==> src/verilog/pkt_pkg.sv <==
// Packet store shared definitions
// Packet word type and the packet controller state encoding

package pkt_pkg;

    // Width of one stored packet word
    localparam int PACKET_W = 32;

    // One packet as held in the ring and the output FIFO
    typedef logic [PACKET_W-1:0] packet_t;

    // Packet controller FSM
    // IDLE waits one cycle after reset or replay
    // STREAM accepts writes and issues reads
    // STALL holds until the next iteration
    typedef enum logic [1:0] {
        CNTL_IDLE   = 2'd0,
        CNTL_STREAM = 2'd1,
        CNTL_STALL  = 2'd2
    } cntl_state_t;

endpackage
==> src/verilog/packet_fifo.sv <==
// Output packet FIFO
// Small circular buffer between the ring read path and the output stream.
// The controller's credit count keeps pushes within capacity

`timescale 1ns/1ns

module packet_fifo #(
    parameter int FIFO_DEPTH = 4
) (
    input  logic              clk,
    input  logic              reset,
    input  logic              flush,
    input  logic              push,
    input  pkt_pkg::packet_t  push_packet,
    output logic              pop,
    output logic              out_valid,
    output pkt_pkg::packet_t  out_packet,
    input  logic              out_ready
);

    localparam int PW = (FIFO_DEPTH > 1) ? $clog2(FIFO_DEPTH) : 1;
    localparam int CW = $clog2(FIFO_DEPTH + 1);

    pkt_pkg::packet_t mem [FIFO_DEPTH];

    logic [PW-1:0] wr_ptr;
    logic [PW-1:0] rd_ptr;
    logic [CW-1:0] count;

    assign out_valid  = (count != '0);
    assign out_packet = mem[rd_ptr];

    // Output handshake, also returned to the controller as a credit
    assign pop = out_valid && out_ready;

    always_ff @(posedge clk) begin
        if (push) begin
            mem[wr_ptr] <= push_packet;
        end
    end

    always_ff @(posedge clk) begin
        if (reset || flush) begin
            wr_ptr <= '0;
            rd_ptr <= '0;
            count  <= '0;
        end else begin
            if (push) begin
                wr_ptr <= (wr_ptr == PW'(FIFO_DEPTH - 1)) ? '0 : wr_ptr + 1'b1;
            end
            if (pop) begin
                rd_ptr <= (rd_ptr == PW'(FIFO_DEPTH - 1)) ? '0 : rd_ptr + 1'b1;
            end

            // Simultaneous push and pop keep the count
            if (push && !pop) begin
                count <= count + 1'b1;
            end else if (pop && !push) begin
                count <= count - 1'b1;
            end
        end
    end

endmodule

==> config.mk <==
export PLATFORM = sky130hd
export DESIGN_NAME = packet_fifo
export DESIGN_NICKNAME = d
export VERILOG_FILES = /design/src/verilog/pkt_pkg.sv /design/src/verilog/packet_fifo.sv
export SDC_FILE = /design/constraint.sdc
export NUM_CORES = 1
export LEC_CHECK = 0
export BUFFER_PORTS_ARGS = -buffer_cell sky130_fd_sc_hd__buf_2
export CAP_MARGIN = 20
export CORE_MARGIN = 2
export CORE_UTILIZATION = 60
export DETAILED_ROUTE_END_ITERATION = 8
export PLACE_DENSITY = 0.92
export SKIP_CTS_REPAIR_TIMING = 1
export SYNTH_ARGS = -nofsm -noshare
export SYNTH_HDL_FRONTEND = slang
export SYNTH_SLANG_ARGS = --single-unit
==> constraint.sdc <==
create_clock -name clk -period 5.7 [get_ports clk]
set_clock_uncertainty 0.05 [all_clocks]
set_input_delay 0.285 -clock clk [delete_from_list [all_inputs] [get_ports clk]]
set_output_delay 0.285 -clock clk [all_outputs]
set_load 0.05 [all_outputs]
Word level (Yosys, flattened, before mapping)
Memory sizes are Yosys's and may differ from the RTL's. A register that Yosys moved wholly into a read port is not among the register bits.
Cells that the tools add are included.
{ "word_totals": {"mem_count": 1, "wordCells": 26, "ramBits": 128, "inputBits": 37, "regBits": 7, "output_inout_bits": 34} }
{ "classes": {"n_mux": 8, "eq_ne": 2, "reduce_logical": 8, "n_addsub": 4} }
{ "mem_list": {"columns": ["name", "words", "word_bits", "rd", "rd_clocked_by_memory_dff", "wr", "line_no", "text"], "rows": [
  ["mem", 4, 32, 1, 1, 1, "packet_fifo.sv:24", "pkt_pkg::packet_t mem [FIFO_DEPTH];"]
]} }
{ "op_table": {"columns": ["operator", "n"], "rows": [
  ["$mux W2", 4],
  ["$mux W3", 2],
  ["$add A2 B1 Y2 const B", 2],
  ["$eq A2 B2 Y1 const B", 2],
  ["$add A3 B1 Y3 const B", 1],
  ["$logic_and A1 B1 Y1", 3],
  ["$reduce_bool A3 Y1", 1],
  ["$sub A3 B1 Y3 const B", 1],
  ["$logic_not A1 Y1", 2],
  ["$mux W1", 2],
  ["$reduce_bool A2 Y1", 1],
  ["$logic_or A1 B1 Y1", 1]
]} }

Longest topological paths before layout
{ "logic_depth": {"word_depth": 5, "ltp_mapped": 7, "ltp_nobuf": 7} }

Least setup slack after synthesis
OpenSTA, ideal clock, no wires.
{ "synth_timing": {"path_type": "register to register", "from": "reg count[1]", "to": "reg count[2]", "path_buffers": 0, "t_required_ps": 5580, "synth_period_minus_slack_ps": 1997, "t_arrival_ps": 1877, "setup_slack_ps": 3703, "setup_time_ps": 70, "path_stages_with_launch": 8, "path_cell_list": "dfxtp_1 -> o31ai_4 -> ha_1 -> inv_1 -> fa_1 -> xor2_1 -> or3_1 -> a21oi_1"} }
{ "synth_between": {"elab_chain_cells": 5, "elab_cells_between_ends": 10, "classes_between": "add/sub (2); mux (2); reduce/logical (6)"} }
{ "synth_lines": {"columns": ["element", "line_no", "text"], "rows": [
  ["start: declaration", "packet_fifo.sv:28", "logic [CW-1:0] count;"],
  ["start signal: assignment", "packet_fifo.sv:57", "count <= count + 1'b1;"],
  ["start signal: assignment", "packet_fifo.sv:59", "count <= count - 1'b1;"],
  ["parallel branches: the longest is 5 deep, another holds $sub A3 B1 Y3", null, null]
]} }
Parallel ways; which one is timed is not known. The select of a mux whose other input is x is not followed.
A chain may end at the register's enable or synchronous reset.

==> out/metrics.yaml <==
routing:
  ant_nets: 0
  firstDrtPassIters: 4
  drt_iter0_drc: 200
  wl_um: 9690
  viasPerCell: 5.73
  wl_per_cell_um: 21.8
  vias: 2542
  drc_errors: 0
floorplanning:
  io-pin-count: 71
  core_um2: 8260
  start_util_pct: 62.0
  dieArea_um2: 9290
  die_height_um: 96.4
  placementRows: 33
  die_w_um: 96.4
cts:
  htreeDepth: 4
  cts.clk_slew.worst_paths_ps: 60
  cts_num_sinks: 137
  clk-insertion-delay-late_ps: 510
  ctsRootBufferMaster: "clkbuf_8"
  cts_tree: "built"
  cts_made_buffers: 17
  cts_max_path_buffers: 2
global_route:
  first_global_vias: 2507
  grt_max_degree: 33
  use_met2_pct: 37.4
  grt_overflow_total: 0
  gr-usage-met3_pct: 6.90
  track_usage_pct: 22.0
  gr-max-usage-layer: "met2"
  grt_pass1_wl_um: 13700
  grt_use_met1_pct: 26.5
  antenna_found_initial: 0
yosys:
  synthCells: 213
  yosysWarnings: 0
  mappedNetlistArea_um2: 5120
  syn_area_per_cell_um2: 24.0
  yosysTopAreaCell: "edfxtp_1"
  yosysTopAreaCellShare_pct: 75.0
  synth_area_leaders: "edfxtp_1 (75%), mux4_2 (13%), dfxtp_1 (3.5%)"
  synth_cell_type_count: 21
  synth-seq-area-share_pct: 78.6
  syn-num-nets: 257
  synth-seq-cells: 137
finish:
  n_fill_cell: 443
  drive_above_1_share_pct: 41.0
  post-route-util_pct: 77.7
  area_growth_pct: 25.2
  regArea_um2: 4030
  antenna_cells: 0
  multi_input_area_um2: 998
  nets: 371
worst_setup_path:
  crit_path_end_kind: "primary output"
  critPathMaxFanout: 18
  crit_required_ps: 5370
  r2r_slack_ps: 3520
  critPathLaunchType: "flip-flop"
  worstSetupPathType: "flip-flop to primary output"
  crit_arrival_ps: 2520
place:
  portBuffers: 70
  hpwl_um: 4790
  place_congestion: 0.675
power_and_ir_drop:
  peakVddDrop_uv: 208
  leakage_nw: 2.25
  cellPowerDensity_nw_per_um2: 372
timing:
  hold_viol_final: 0
  maxSlewHeadroom_pct: 41.0
  rsz0062_at_grt: "false"
  slew_viol_final: 0
  fin_crit_sh_pct: 50.0
  worst_slew_pin_slew_ps: 885
  setup_violations: 0
  min_period_ps: 2850
  setup-tns-final_ps: 0
  fmax_mhz: 351
outcome:
  status: "finished clean"
flow_run:
  maxCapViolations: 0
hold_path:
  min_path_type: "input port to flip-flop"
layer usage:
metal	vias to the layer above	wire length (µm)
met2	115	5120
met1	1300	3790
li1	1114	-
met4	0	148
met3	13	635
met5	-	0
cells in the final DEF, fill, tap and decap left out, types with 3 or more instances in the layout:
cell type / instances
edfxtp_1: 128
buf_2: 70
dlygate4sd3_1: 32
mux4_2: 30
clkbuf_16: 16
dfxtp_1: 7
nor2_1: 6
ha_1: 6
clkinvlp_4: 5
inv_1: 4
and2_2: 4
mux2i_1: 4
or3_1: 3
inv_6: 3
cell usage after synthesis:
library cell,n
buf_2,3
nor2_1,6
clkbuf_1,1
mux4_2,30
a21oi_1,2
buf_6,1
dfxtp_1,9
mux4_1,2
o21ai_0,1
ha_1,6
buf_12,3
nand2_1,1
edfxtp_1,128
or3_1,3
o31ai_4,1
inv_1,4
and2_1,4
xor2_1,2
or2_2,1
fa_1,1
mux2i_1,4
final cells by class:
class / count / area share, %
well taps: 105 / 2.05
clock buffers: 18 / 6.52
flip-flops and latches: 137 / 62.8
inverters: 4 / 0.234
multi-input cells: 64 / 15.6
clock inverters: 13 / 2.28
repair buffers: 103 / 10.6
registers in the layout (all words and copies together), names as in the netlist, named ones only:
name    count
count       3
wr_ptr      2
mem       128
rd_ptr      2
worst paths after layout:
check | start | endpoint | cells after the start
max | flip-flop | out_packet[27] | 3
min | reset | count[2]$_SDFFE_PP0P_ | 3
max reg2reg | count[1]$_SDFFE_PP0P_ | count[2]$_SDFFE_PP0P_ | 7
min reg2reg | rd_ptr[0]$_SDFFE_PP0P_ | flip-flop | 2
cells by family after synthesis:
logic type | share of synthesized area, %
mux | 15.0
buf+inv | 2.05
xor+xnor | 0.342
fa+ha+maj | 1.86
compound gates | 0.708
simple gates | 1.49
flops | 78.6
metrics by stage:
stage          power, W  std cells  hold WS (ps)  worst slack [ps]  cell area [µm²]
3_5_place_dp    0.00134        381           441              3350             5530
3_3_place_gp    0.00134        381           428              3360             5530
5_1_grt         0.00245        444          55.7              2700             6410
4_1_cts         0.00238        412         -87.2              2770             6090
2_1_floorplan   0.00130        213           334              3700             5120
6_report        0.00238        444          71.4              2850             6410
report_power, final:
| group | internal (W) | total (W) | switching, W |
|---|---|---|---|
| logic | 0.0000720 | 0.000203 | 0.000131 |
| registers | 0.00113 | 0.00114 | 0.0000129 |
| clock network | 0.000623 | 0.00104 | 0.000417 |
worst max-delay path, cell delays in order, from the launching register on:
cell	delay [ps]
dfxtp_2	670
buf_4	450
mux4_1	630
buf_2	240
Power figures use the tool's default switching activity.
