<file path="config.mk">
export PLATFORM = sky130hd
export DESIGN_NAME = packet_cntl_flat
export DESIGN_NICKNAME = d
export VERILOG_FILES = /design/src/verilog/pkt_pkg.sv /design/src/verilog/sram_if.sv /design/src/verilog/packet_cntl.sv /design/src/flat_wrapper.sv
export SDC_FILE = /design/constraint.sdc
export NUM_CORES = 1
export LEC_CHECK = 0
export BUFFER_PORTS_ARGS = -buffer_cell sky130_fd_sc_hd__buf_2
export CORE_UTILIZATION = 40
export CTS_CLUSTER_SIZE = 12
export DETAILED_ROUTE_END_ITERATION = 16
export GPL_ROUTABILITY_DRIVEN = 0
export GPL_TIMING_DRIVEN = 0
export PLACE_DENSITY = 0.81
export SYNTH_ARGS = -nofsm -noshare
export SYNTH_HDL_FRONTEND = slang
export SYNTH_SLANG_ARGS = --single-unit
</file>
<file path="constraint.sdc">
create_clock -name clk -period 3.6 [get_ports clk]
set_clock_uncertainty 0.15 [all_clocks]
set_input_delay 0.36 -clock clk [delete_from_list [all_inputs] [get_ports clk]]
set_output_delay 0.36 -clock clk [all_outputs]
set_load 0.02 [all_outputs]
</file>
<file path="src/verilog/pkt_pkg.sv">
// Packet store shared definitions
// Packet word type and the packet controller state encoding

package pkt_pkg;

    // Width of one stored packet word
    localparam int PACKET_W = 32;

    // One packet as held in the ring and the output FIFO
    typedef logic [PACKET_W-1:0] packet_t;

    // Packet controller FSM
    // IDLE waits one cycle after reset or replay
    // STREAM accepts writes and issues reads
    // STALL holds until the next iteration
    typedef enum logic [1:0] {
        CNTL_IDLE   = 2'd0,
        CNTL_STREAM = 2'd1,
        CNTL_STALL  = 2'd2
    } cntl_state_t;

endpackage
</file>
<file path="src/verilog/sram_if.sv">
// Packet controller to SRAM port
// Single port, one access per cycle, read data one cycle after ren

`timescale 1ns/1ns

interface sram_if #(
    parameter int DEPTH = 64
);
    localparam int AW = $clog2(DEPTH);

    logic               wen;
    logic               ren;
    logic [AW-1:0]      addr;
    pkt_pkg::packet_t   wdata;
    pkt_pkg::packet_t   rdata;

    modport cntl (output wen, ren, addr, wdata, input rdata);

    modport mem (input wen, ren, addr, wdata, output rdata);

endinterface

</file>
<file path="src/verilog/packet_cntl.sv">
// Packet ring controller
// Writes datapath packets first, then arbitrated edge PE packets, into the
// SRAM ring. Reads the ring into the output FIFO in idle write cycles,
// limited by FIFO credits. Stalls on cntl_done, restarts on replay_iter

`timescale 1ns/1ns

module packet_cntl #(
    parameter int DEPTH      = 64,
    parameter int FIFO_DEPTH = 4
) (
    input  logic              clk,
    input  logic              reset,
    input  logic              dp_valid,
    input  pkt_pkg::packet_t  dp_packet,
    output logic              dp_ready,
    input  logic              arb_valid,
    input  pkt_pkg::packet_t  arb_packet,
    output logic              arb_ready,
    sram_if.cntl              sram,
    output logic              push,
    output pkt_pkg::packet_t  push_packet,
    input  logic              pop,
    output logic              flush,
    input  logic              cntl_done,
    input  logic              replay_iter
);

    localparam int AW = $clog2(DEPTH);
    localparam int OW = $clog2(DEPTH + 1);
    localparam int CW = $clog2(FIFO_DEPTH + 1);

    pkt_pkg::cntl_state_t state;
    pkt_pkg::cntl_state_t next_state;

    logic [AW-1:0] wr_ptr;
    logic [AW-1:0] rd_ptr;
    logic [OW-1:0] occupancy;
    logic [CW-1:0] credit;
    logic          rd_pending;

    logic accepting;
    logic room;
    logic dp_fire;
    logic arb_fire;
    logic wr_fire;
    logic rd_fire;

    // Nothing is accepted in a cycle that replay is about to discard
    assign accepting = (state == pkt_pkg::CNTL_STREAM) && !replay_iter;
    assign room      = (occupancy != OW'(DEPTH));

    // Datapath has fixed priority over the edge PEs
    assign dp_ready  = accepting && room;
    assign arb_ready = accepting && room && !dp_valid;

    assign dp_fire  = dp_valid && dp_ready;
    assign arb_fire = arb_valid && arb_ready;
    assign wr_fire  = dp_fire || arb_fire;

    // Read only in a cycle without a write, with data and FIFO room
    assign rd_fire = accepting && !wr_fire && (occupancy != '0) && (credit != '0);

    // SRAM port, one access per cycle
    assign sram.wen   = wr_fire;
    assign sram.ren   = rd_fire;
    assign sram.addr  = wr_fire ? wr_ptr : rd_ptr;
    assign sram.wdata = dp_fire ? dp_packet : arb_packet;

    // Read data lands one cycle after ren
    assign push        = rd_pending;
    assign push_packet = sram.rdata;

    // FIFO and arbiter restart with the controller
    assign flush = replay_iter;

    always_comb begin
        next_state = state;
        case (state)
            pkt_pkg::CNTL_IDLE: begin
                next_state = pkt_pkg::CNTL_STREAM;
            end
            pkt_pkg::CNTL_STREAM: begin
                if (cntl_done) begin
                    next_state = pkt_pkg::CNTL_STALL;
                end
            end
            pkt_pkg::CNTL_STALL: begin
                // held until replay or reset
                next_state = pkt_pkg::CNTL_STALL;
            end
            default: begin
                next_state = pkt_pkg::CNTL_IDLE;
            end
        endcase
    end

    always_ff @(posedge clk) begin
        if (reset || replay_iter) begin
            state      <= pkt_pkg::CNTL_IDLE;
            wr_ptr     <= '0;
            rd_ptr     <= '0;
            occupancy  <= '0;
            credit     <= CW'(FIFO_DEPTH);
            rd_pending <= 1'b0;
        end else begin
            state      <= next_state;
            rd_pending <= rd_fire;

            if (wr_fire) begin
                wr_ptr <= (wr_ptr == AW'(DEPTH - 1)) ? '0 : wr_ptr + 1'b1;
            end
            if (rd_fire) begin
                rd_ptr <= (rd_ptr == AW'(DEPTH - 1)) ? '0 : rd_ptr + 1'b1;
            end

            // Writes and reads never share a cycle
            if (wr_fire) begin
                occupancy <= occupancy + 1'b1;
            end else if (rd_fire) begin
                occupancy <= occupancy - 1'b1;
            end

            // A credit covers one read in flight or one FIFO entry
            credit <= credit - CW'(rd_fire) + CW'(pop);
        end
    end

endmodule

</file>
<file path="src/flat_wrapper.sv">
// flat-port wrapper written by rule: the top's interface ports become plain ports
module packet_cntl_flat 
#(
    parameter int DEPTH      = 64,
    parameter int FIFO_DEPTH = 4
)
  (clk, reset, dp_valid, dp_packet, dp_ready, arb_valid, arb_packet, arb_ready, push, push_packet, pop, flush, cntl_done, replay_iter, sram_wen, sram_ren, sram_addr, sram_wdata, sram_rdata);
  sram_if #(.DEPTH(DEPTH)) sram_i ();
  input  logic clk;
  input  logic reset;
  input  logic dp_valid;
  input  pkt_pkg::packet_t dp_packet;
  output logic dp_ready;
  input  logic arb_valid;
  input  pkt_pkg::packet_t arb_packet;
  output logic arb_ready;
  output logic push;
  output pkt_pkg::packet_t push_packet;
  input  logic pop;
  output logic flush;
  input  logic cntl_done;
  input  logic replay_iter;
  output wire logic [$bits(sram_i.wen)-1:0] sram_wen;
  output wire logic [$bits(sram_i.ren)-1:0] sram_ren;
  output wire logic [$bits(sram_i.addr)-1:0] sram_addr;
  output wire logic [$bits(sram_i.wdata)-1:0] sram_wdata;
  input wire logic [$bits(sram_i.rdata)-1:0] sram_rdata;
  assign sram_wen = sram_i.wen;
  assign sram_ren = sram_i.ren;
  assign sram_addr = sram_i.addr;
  assign sram_wdata = sram_i.wdata;
  assign sram_i.rdata = sram_rdata;
  packet_cntl #(.DEPTH(DEPTH), .FIFO_DEPTH(FIFO_DEPTH)) u_core (.clk(clk), .reset(reset), .dp_valid(dp_valid), .dp_packet(dp_packet), .dp_ready(dp_ready), .arb_valid(arb_valid), .arb_packet(arb_packet), .arb_ready(arb_ready), .sram(sram_i), .push(push), .push_packet(push_packet), .pop(pop), .flush(flush), .cntl_done(cntl_done), .replay_iter(replay_iter));
endmodule
</file>
Word level (Yosys, flattened, before mapping)
Cells that the tools add are included.
Storage, ports and cells
  output and inout port bits: 76
  input bits: 103
  flip-flop bits (word level): 25
  logic and storage cells: 43
Cells by class
  eq/ne operators: 6
  mux-type cells: 8
  add/sub/neg operators: 6
  reduce and logical (&&, ||, !) cells: 17
Operators by type and width (number)
  2-to-1 mux 32 bit: 1
  2-to-1 mux 6 bit: 3
  2-to-1 mux 7 bit: 2
  adder 6 x 1 -> 6 bit, second input constant: 2
  == test 6 bit, second input constant: 2
  logical AND 1 bit: 8
  adder 7 x 1 -> 7 bit, second input constant: 1
  != test 7 bit, second input constant: 1
  nonzero test 7 bit: 1
  subtractor 7 x 1 -> 7 bit, second input constant: 1
  case mux 2 bit (3 select lines): 1
  adder 3 x 1 -> 3 bit: 1
  logical NOT 1 bit: 3
  nonzero test 3 bit: 1
  subtractor 3 x 1 -> 3 bit: 1
  == test 2 x 1 -> 1 bit, second input constant: 1
  == test 2 bit, second input constant: 1
  logical NOT 2 bit: 1
  logical OR 1 bit: 2
  2-to-1 mux 2 bit: 1
  != test 2 bit, second input constant: 1
  nonzero test 2 bit: 1

Longest topological paths before layout
Gate-level depths: netlist (run 1).
  word-level depth: 12
  mapped depth: 13

Worst setup path after synthesis (run 1)
OpenSTA, ideal clock, no wires.
  kind: reg-to-reg
  start: reg u_core.state[1]
  end: reg u_core.occupancy[6]
  cell stages (with the launch flop): 13
  buffers on the path: 1
  period minus slack after synthesis: 2920 ps
  data required time: 3378 ps
  arrival: 2698 ps
  path slack: 680 ps
  cell sequence: dfxtp_1 > inv_1 > ha_1 > nand2b_1 > a31oi_2 > nand2_1 > buf_2 > fa_1 > a211oi_1 > o21bai_1 > a21oi_1 > mux2i_1 > mux2i_1
On the way
  cells in the longest elaborated chain, start to end: 11
  elaborated cells between the ends (all ways): 13
  those cells by class: eq/ne (1); mux (1); reduce/logical (11)
Ends and longest elaborated chain
  start, declared: line packet_cntl.sv:33  | pkt_pkg::cntl_state_t state;
  start signal, assigned: line packet_cntl.sv:100  | state <= pkt_pkg::CNTL_IDLE;
  start signal, assigned: line packet_cntl.sv:107  | state <= next_state;
  == test 2 x 1 -> 1 bit *: line packet_cntl.sv:50  | assign accepting = (state == pkt_pkg::CNTL_STREAM) && !replay_iter;
  logical AND 1 bit *: line packet_cntl.sv:50
  logical AND 1 bit *: line packet_cntl.sv:54  | assign dp_ready = accepting && room;
  named net dp_ready: line flat_wrapper.sv:13  | output logic dp_ready;
  logical AND 1 bit: line packet_cntl.sv:55  | assign arb_ready = accepting && room && !dp_valid;
  logical AND 1 bit: line packet_cntl.sv:58  | assign arb_fire = arb_valid && arb_ready;
  logical OR 1 bit *: line packet_cntl.sv:59  | assign wr_fire = dp_fire || arb_fire;
  logical NOT 1 bit: line packet_cntl.sv:62  | assign rd_fire = accepting && !wr_fire && (occupancy != '0) && (credit != '0);
  logical AND 1 bit (3 in a row): line packet_cntl.sv:62
  nonzero test 2 bit (no source line)
  end signal, assigned: line packet_cntl.sv:119  | occupancy <= occupancy + 1'b1;
  end signal, assigned: line packet_cntl.sv:121  | occupancy <= occupancy - 1'b1;
  end, declared: line packet_cntl.sv:38  | logic [OW-1:0] occupancy;
Mark *: on every way through the listed nets, which the timed path passes. The rest lies on a longest branch.
A chain may end at the register's enable or synchronous reset.

Worst setup path after layout (run 1)
  start: reg u_core.state[1]
  end: reg u_core.occupancy[6]
On the way
  cells in the longest elaborated chain, start to end: 11
  elaborated cells between the ends (all ways): 13
  those cells by class: eq/ne (1); mux (1); reduce/logical (11)
Ends and longest elaborated chain (line)
  == test 2 x 1 -> 1 bit *: packet_cntl.sv:50
  logical AND 1 bit *: packet_cntl.sv:50
  logical AND 1 bit: packet_cntl.sv:54, packet_cntl.sv:55
  logical AND 1 bit: packet_cntl.sv:55
  logical AND 1 bit: packet_cntl.sv:58
  logical OR 1 bit: packet_cntl.sv:59
  logical NOT 1 bit: packet_cntl.sv:62
  logical AND 1 bit (3 in a row): packet_cntl.sv:62
  nonzero test 2 bit (no source line)
Every way passes the cells marked *; elsewhere a longest branch is shown, timed or not.

==> summary.md, run 1 <==
| Metric | Value |
|---|---|
| Outcome | finished, final reports clean |
| Final net count | 523 |
| Largest net degree at the start of global routing | 16 |
| Yosys warns | 0 |
| Syn avg cell area | 9.125 sq um |
| # DRC | 0 |
| Critical Path End Type | register |
| Worst-Skew Late Latency | between 200 and 300 ps |
| CP Max Fanout | 15 |
| Final Non-Filler Cells | between 400 and 500 |
| FF-to-FF End | u_core.occupancy[6] |
| Hold EP | u_core.occupancy[6] |
| Final Hold Viols | 0 |
| Largest family of logic cells by synthesized area | multiplexers |
| Core box area | ~5600 sq um |
| Clock buffer depth | 2 |
| CTS resizes | 0 |
| CTS tree | built |
| DR pass1 iterations | 4 |
| Core Util, Final | 57.46% |
| Max-slew headroom | 57.97% |
| Antenna diodes | 0 |
| Synth Area in XOR/XNOR | 3.749% |
| Worst path required time | around 3700 ps |
| Worst-Margin Slew | between 600 and 700 ps |
| Vias in the first global route | 2195 |
| Final setup violation count | 0 |
| FF-to-FF setup slack | around 460 ps |
| Dpl cells | approximately 470 |
| FILL cells | between 500 and 600 |
| Setup Fix Bufs, Post-CTS | 0 |
| CP cell instances | inv_1, ha_1, nand2b_1, a31oi_2, nand2_1, buf_2, fa_1, a211oi_1, o21bai_1, a21oi_1, mux2i_1, mux2i_1 |
| Hold_buf cts | 0 |
| Largest stage delay, worst path | roughly 500 ps |
| Pwr/cell area | 229.2 nW/um^2 |
| DIE AREA | slightly above 6000 sq um |
| Tcrit/Tclk final | 87.21% |
| Site row count | 27 |
| Final max-slew violation count | 0 |
| Worst hold path stage count | 3 |
| Post-synthesis compound-gate area fraction | 12.59% |
| Global Route Usage Sum | 21.49% |
| Critical path class | reg -> reg |
| Max-cap violation count | 0 |
| Adder-cell share of the synthesized area | around 7.6% |
| CTS sink cnt | 25 |
| DR vias | 2343 |
| Synthesized Nets | 372 |
| RSZ-0062 raised after global routing | no |
| Total gr overflow | 0 |
| Final wirelength | a little under 7 mm |
| Simple-Gate Fraction of Synth Area | 15.48% |
| Clk slew on worst S/H paths | 90 ps |
| Num CTS Buffers | 3 |
| DR iter-0 viols | approximately 70 |
| Total power draw | 0.0007340 W |
| Multiplexer share of the synthesized area | 22.82% |
| Die Ht | 78.42 um |
| Min Tclk post-route | 3140 ps |
| LEAKAGE | 1.698 nW |
| Worst Min Path Start | reset |
| Hold crit path type | in -> reg |
| Post-synth EDFFs | 0 |
| Slowest-stage cell, CP | fa_1 |
| Layout cells sized above 1 | between 50% and 60% |
| CP Data Arrival Time | ~3200 ps |
| Share of flip-flops with an asynchronous set or reset | 0% |
| Dpl ws | 484.4 ps |
| Mapped cell area | 2336 sq um |
| Crit Reg-Reg Startpoint | u_core.state[1] |
| Sequential fraction of the synthesis area | between 20% and 30% |
| ANT nets after route | 0 |
| Ports | about 180 |
| First-pass GRT wire length | between 10 and 15 mm |
| Synth cell types | 42 |
| Drt wl/cell | roughly 15 um |
| WP buf/inv | 2 |
| CP most frequent cell | mux2i_1 |
| R2R depth | 12 |
| Setup ws final | roughly 460 ps |
| Top_reg_cell synth | dfxtp_1 |
| Startpoint Class | register |
| Initial antenna violation count | 1 |
| Worst IR Drop VDD | about 0.00026 V |
| Synth Instances | roughly 260 |
| Fmax achieved | 318.5 MHz |
| H-tree levels | 1 |
| Layout area overhead | 37.12% |
| Root Driver | clkbuf_8 |
| Via density | 4.902 |
| Setup TNS | 0 ps |
| Die span in x | 78.42 um |
| HPWL Detailed | around 5.8 mm |
| IO buf count | 146 |
| Initial Utilization | 41.91% |
| Flops & latches, synth | 25 |
| Delay-heaviest family, CP | compound AO/OA/AOI/OAI gates |
Yosys cell counts (4+ instances only):
library cell,instances,area (sq um)
dfxtp_1,25,500.5
and2_1,6,37.54
mux2i_1,6,60.06
o21ai_0,8,40.04
xor2_1,5,43.79
nor2_1,15,56.30
nand3_1,7,35.03
xnor2_1,5,43.79
buf_4,34,255.2
inv_1,7,26.28
nor3_1,5,25.02
a21oi_1,16,80.08
ha_1,11,137.6
mux2_4,30,450.4
a31oi_1,4,25.02
nand2_1,27,101.4
o21a_1,4,30.03
state kept, by name, indices dropped and copies added, names as in the netlist:
register	flops
u_core.push	1
u_core.occupancy	7
u_core.wr_ptr	6
u_core.credit	3
u_core.state	2
u_core.rd_ptr	6
final cells by class:
type	instances	area, sq um	share of cell area [%]
tap	72	90.09	2.813
sequential	25	500.5	15.63
clock buffer	3	41.29	1.289
timing repair buffer	146	730.7	22.81
inverter	7	26.28	0.8203
buffer	43	355.3	11.09
clock inverter	1	5.005	0.1563
multi-input combinational	181	1454	45.39
layout by cell type, fill, tap and decap left out, types with 7 or more instances in the layout:
cell type  synthesis  layout
nor2_1            15      15
dfxtp_1           25      25
buf_4             34      34
mux2_4            30      30
nand3_1            7       7
inv_1              7       7
ha_1              11      11
o21ai_0            8       8
a21oi_1           16      16
buf_2              2     148
nand2_1           27      27
metal layers:
| metal | up-vias | part of all wire (%) | GRT usage (%) |
|---|---|---|---|
| li1 | 1161 | - | - |
| met1 | 1071 | 44 | 27.74 |
| met2 | 97 | 47 | 36.40 |
| met3 | 12 | 7.1 | 4.302 |
| met4 | 2 | 1.4 | 5.370 |
| met5 | - | 0.17 | 0 |
worst min-delay path: stages:
cell and delay [ps]:
buf_2 90, or3_1 90, mux2i_1 50
worst max-delay path by stage:
stage / from / to / slack (ps) / depth (start not counted)
6_report: u_core.state[1] / u_core.occupancy[6] / 460 / 12
5_1_grt: u_core.state[1] / u_core.occupancy[6] / 270 / 12
4_1_cts: u_core.state[1] / u_core.occupancy[6] / 450 / 12
3_5_place_dp: replay_iter / u_core.occupancy[6] / 480 / 11
3_3_place_gp: replay_iter / u_core.occupancy[6] / 570 / 11
2_1_floorplan: u_core.state[1] / u_core.occupancy[6] / 680 / 12
power by group:
part           total (W)  leakage (nW)  internal, W  switching [W]
logic           0.000283          1.47     0.000139       0.000144
clock network   0.000166        0.0255    0.0000774      0.0000890
registers       0.000285         0.202     0.000281     0.00000404
metrics by stage:
step	instance area, sq um	hold WS [ps]
after CTS	3203	224.1
after detailed placement	3157	337.6
after global placement	3157	330.3
after floorplan	2336	310.4
after global routing	3203	220.9
final	3203	222.8
cell families after synthesis:
group,after synthesis
adders and majority gates,13
xor gates and xnor gates,10
DFF,25
AOI/OAI and AO/OA,46
and+or+nand+nor,74
muxes,38
buffers and inverters,50
Note: power is estimated with default switching activity, not from simulation.
==> run 2: changes to the inputs <==
--- a/config.mk
+++ b/config.mk
@@ -5,13 +5,13 @@
 export SDC_FILE = /design/constraint.sdc
 export NUM_CORES = 1
 export LEC_CHECK = 0
-export BUFFER_PORTS_ARGS = -buffer_cell sky130_fd_sc_hd__buf_2
 export CORE_UTILIZATION = 40
 export CTS_CLUSTER_SIZE = 12
 export DETAILED_ROUTE_END_ITERATION = 16
+export DONT_BUFFER_PORTS = 1
 export GPL_ROUTABILITY_DRIVEN = 0
 export GPL_TIMING_DRIVEN = 0
-export PLACE_DENSITY = 0.81
+export MAX_ROUTING_LAYER = met4
 export SYNTH_ARGS = -nofsm -noshare
 export SYNTH_HDL_FRONTEND = slang
 export SYNTH_SLANG_ARGS = --single-unit
==> run 2 against run 1 <==
Register-to-register slack lost 90 ps. First-iteration DRC count shrank 1.4%. Flip-flop and latch count is the same. Utilization shrank 13 points. Critical path depth is the same. Critical endpoint unchanged.
==> summary.md, run 2 (synthesis results as in run 1) <==
| Metric | Value |
|---|---|
| Tcrit/Tclk final | about nine tenths |
| CP most frequent cell | mux2i_1 |
| Ports | roughly 180 |
| # DRC | 0 |
| Min Tclk post-route | 3226 ps |
| Root Driver | clkbuf_8 |
| CP cell instances | inv_1, ha_1, nand2b_1, a31oi_4, nand2_1, buf_2, fa_1, a211oi_1, o21bai_1, a21oi_1, mux2i_1, mux2i_1 |
| Worst path required time | between 3000 and 4000 ps |
| Setup TNS | 0 ps |
| Global Route Usage Sum | 19.99% |
| Largest stage delay, worst path | around 500 ps |
| Via density | about 5.4 |
| Worst-Margin Slew | between 700 and 800 ps |
| Total gr overflow | 0 |
| Final net count | between 300 and 400 |
| Initial antenna violation count | 0 |
| Slowest-stage cell, CP | fa_1 |
| Crit Reg-Reg Startpoint | u_core.state[1] |
| Critical path class | reg -> reg |
| Most frequent cells in the layout | 34 x buf_4, 30 x mux2_4, 27 x nand2_1 |
| Final max-slew violation count | 0 |
| Final Hold Viols | 0 |
| Layout cells sized above 1 | 31.15% |
| Dpl cells | 328 |
| Most common cell after layout, fill and taps aside | buf_4 |
| Num CTS Buffers | 3 |
| DR iter-0 viols | approximately 70 |
| Die Ht | slightly below 80 um |
| Hold crit path type | in -> reg |
| RSZ-0062 raised after global routing | no |
| Drt wl/cell | 18.61 um |
| CTS sink cnt | 25 |
| CP Max Fanout | 15 |
| Final wirelength | approximately 6.2 mm |
| Most flop-heavy register | u_core.occupancy |
| Max-cap violation count | 0 |
| Max-slew headroom | 51.31% |
| Clk slew on worst S/H paths | around 90 ps |
| Max reg flops | 7 |
| HPWL Detailed | 5.095 mm |
| H-tree levels | 1 |
| Outcome | finished, final reports clean |
| Initial Utilization | between 40% and 50% |
| DIE AREA | between 6000 and 7000 sq um |
| DR pass1 iterations | 4 |
| Setup crit start | u_core.state[1] |
| Final setup violation count | 0 |
| Worst-Skew Late Latency | ~270 ps |
| CTS tree | built |
| Core box area | ~5600 sq um |
| Worst IR Drop VDD | 0.0001733 V |
| Largest net degree at the start of global routing | 16 |
| Largest registers | u_core.occupancy: 7 flops, u_core.rd_ptr: 6 flops, u_core.wr_ptr: 6 flops |
| Antenna diodes | 0 |
| DR vias | around 1800 |
| Fmax achieved | ~310 MHz |
| Critical Path End Type | register |
| CP Data Arrival Time | ~3300 ps |
| First-pass GRT wire length | roughly 9 mm |
| Final Non-Filler Cells | ~330 |
| Die span in x | between 70 and 80 um |
| Pwr/cell area | about 270 nW/um^2 |
| Vias in the first global route | between 1500 and 2000 |
| LEAKAGE | ~1.1 nW |
| Worst Min Path Start | replay_iter |
| Layout area overhead | 6.160% |
| Startpoint Class | register |
| ANT nets after route | 0 |
| IO buf count | 0 |
| Clock buffer depth | 2 |
| Site row count | 27 |
run 2: through the flow:
step	hold WS [ps]	worst slack [ps]	power [W]	instance area, sq um	utilization (%)
6_report	107.9	374.4	0.0006617	2480	44.49
4_1_cts	106.9	189.1	0.0006681	2471	44.33
5_1_grt	135.3	123.4	0.0006889	2480	44.49
3_5_place_dp	335.6	217.0	0.0005006	2426	43.52
3_3_place_gp	327.9	237.0	0.0004995	2426	43.52
2_1_floorplan	310.4	680.5	0.0004741	2336	-
run 2: path summary, 6_finish.rpt:
path                         end  slack (ps)  cells past startpoint
max          u_core.occupancy[6]         370                     12
min reg2reg      u_core.state[1]         350                      2
min          u_core.occupancy[6]         110                      2
max reg2reg  u_core.occupancy[6]         370                     12
run 2: where the power goes:
group | internal, W | switching, W | total [W]
Sequential | 0.000280 | 0.00000408 | 0.000285
Clock | 0.0000792 | 0.0000880 | 0.000167
Combinational | 0.0000882 | 0.000122 | 0.000210
run 2: repair_timing:
item,in CTS,in global routing
gates resized for setup,0,1
hold buffers,0,0
setup buffers,0,0
setup endpoints to repair,0,1
run 2: area by class of cell:
type                    count  area (sq um)
clock buffers               4         45.04
flip-flops and latches     25         500.5
plain buffers              43         355.3
well taps                  72         90.09
inverters                   7         26.28
multi-input cells         181          1463
fillers                   535          3094
run 2: worst max-delay path: cells and delay by family (launching register included):
family	cells	cell delay [ps]
compound gates	4	920
fa+ha+maj	2	670
buf+inv	2	340
flops	1	310
mux	2	440
simple gates	2	330
run 2: routing by layer:
layer | vias to the layer above | wire length, um | GRT usage [%]
met3 | 5 | 385 | 2.791
met5 | - | 0 | -
met1 | 844 | 2810 | 26.96
met2 | 78 | 2950 | 32.19
li1 | 862 | - | -
met4 | 0 | 34 | 3.333
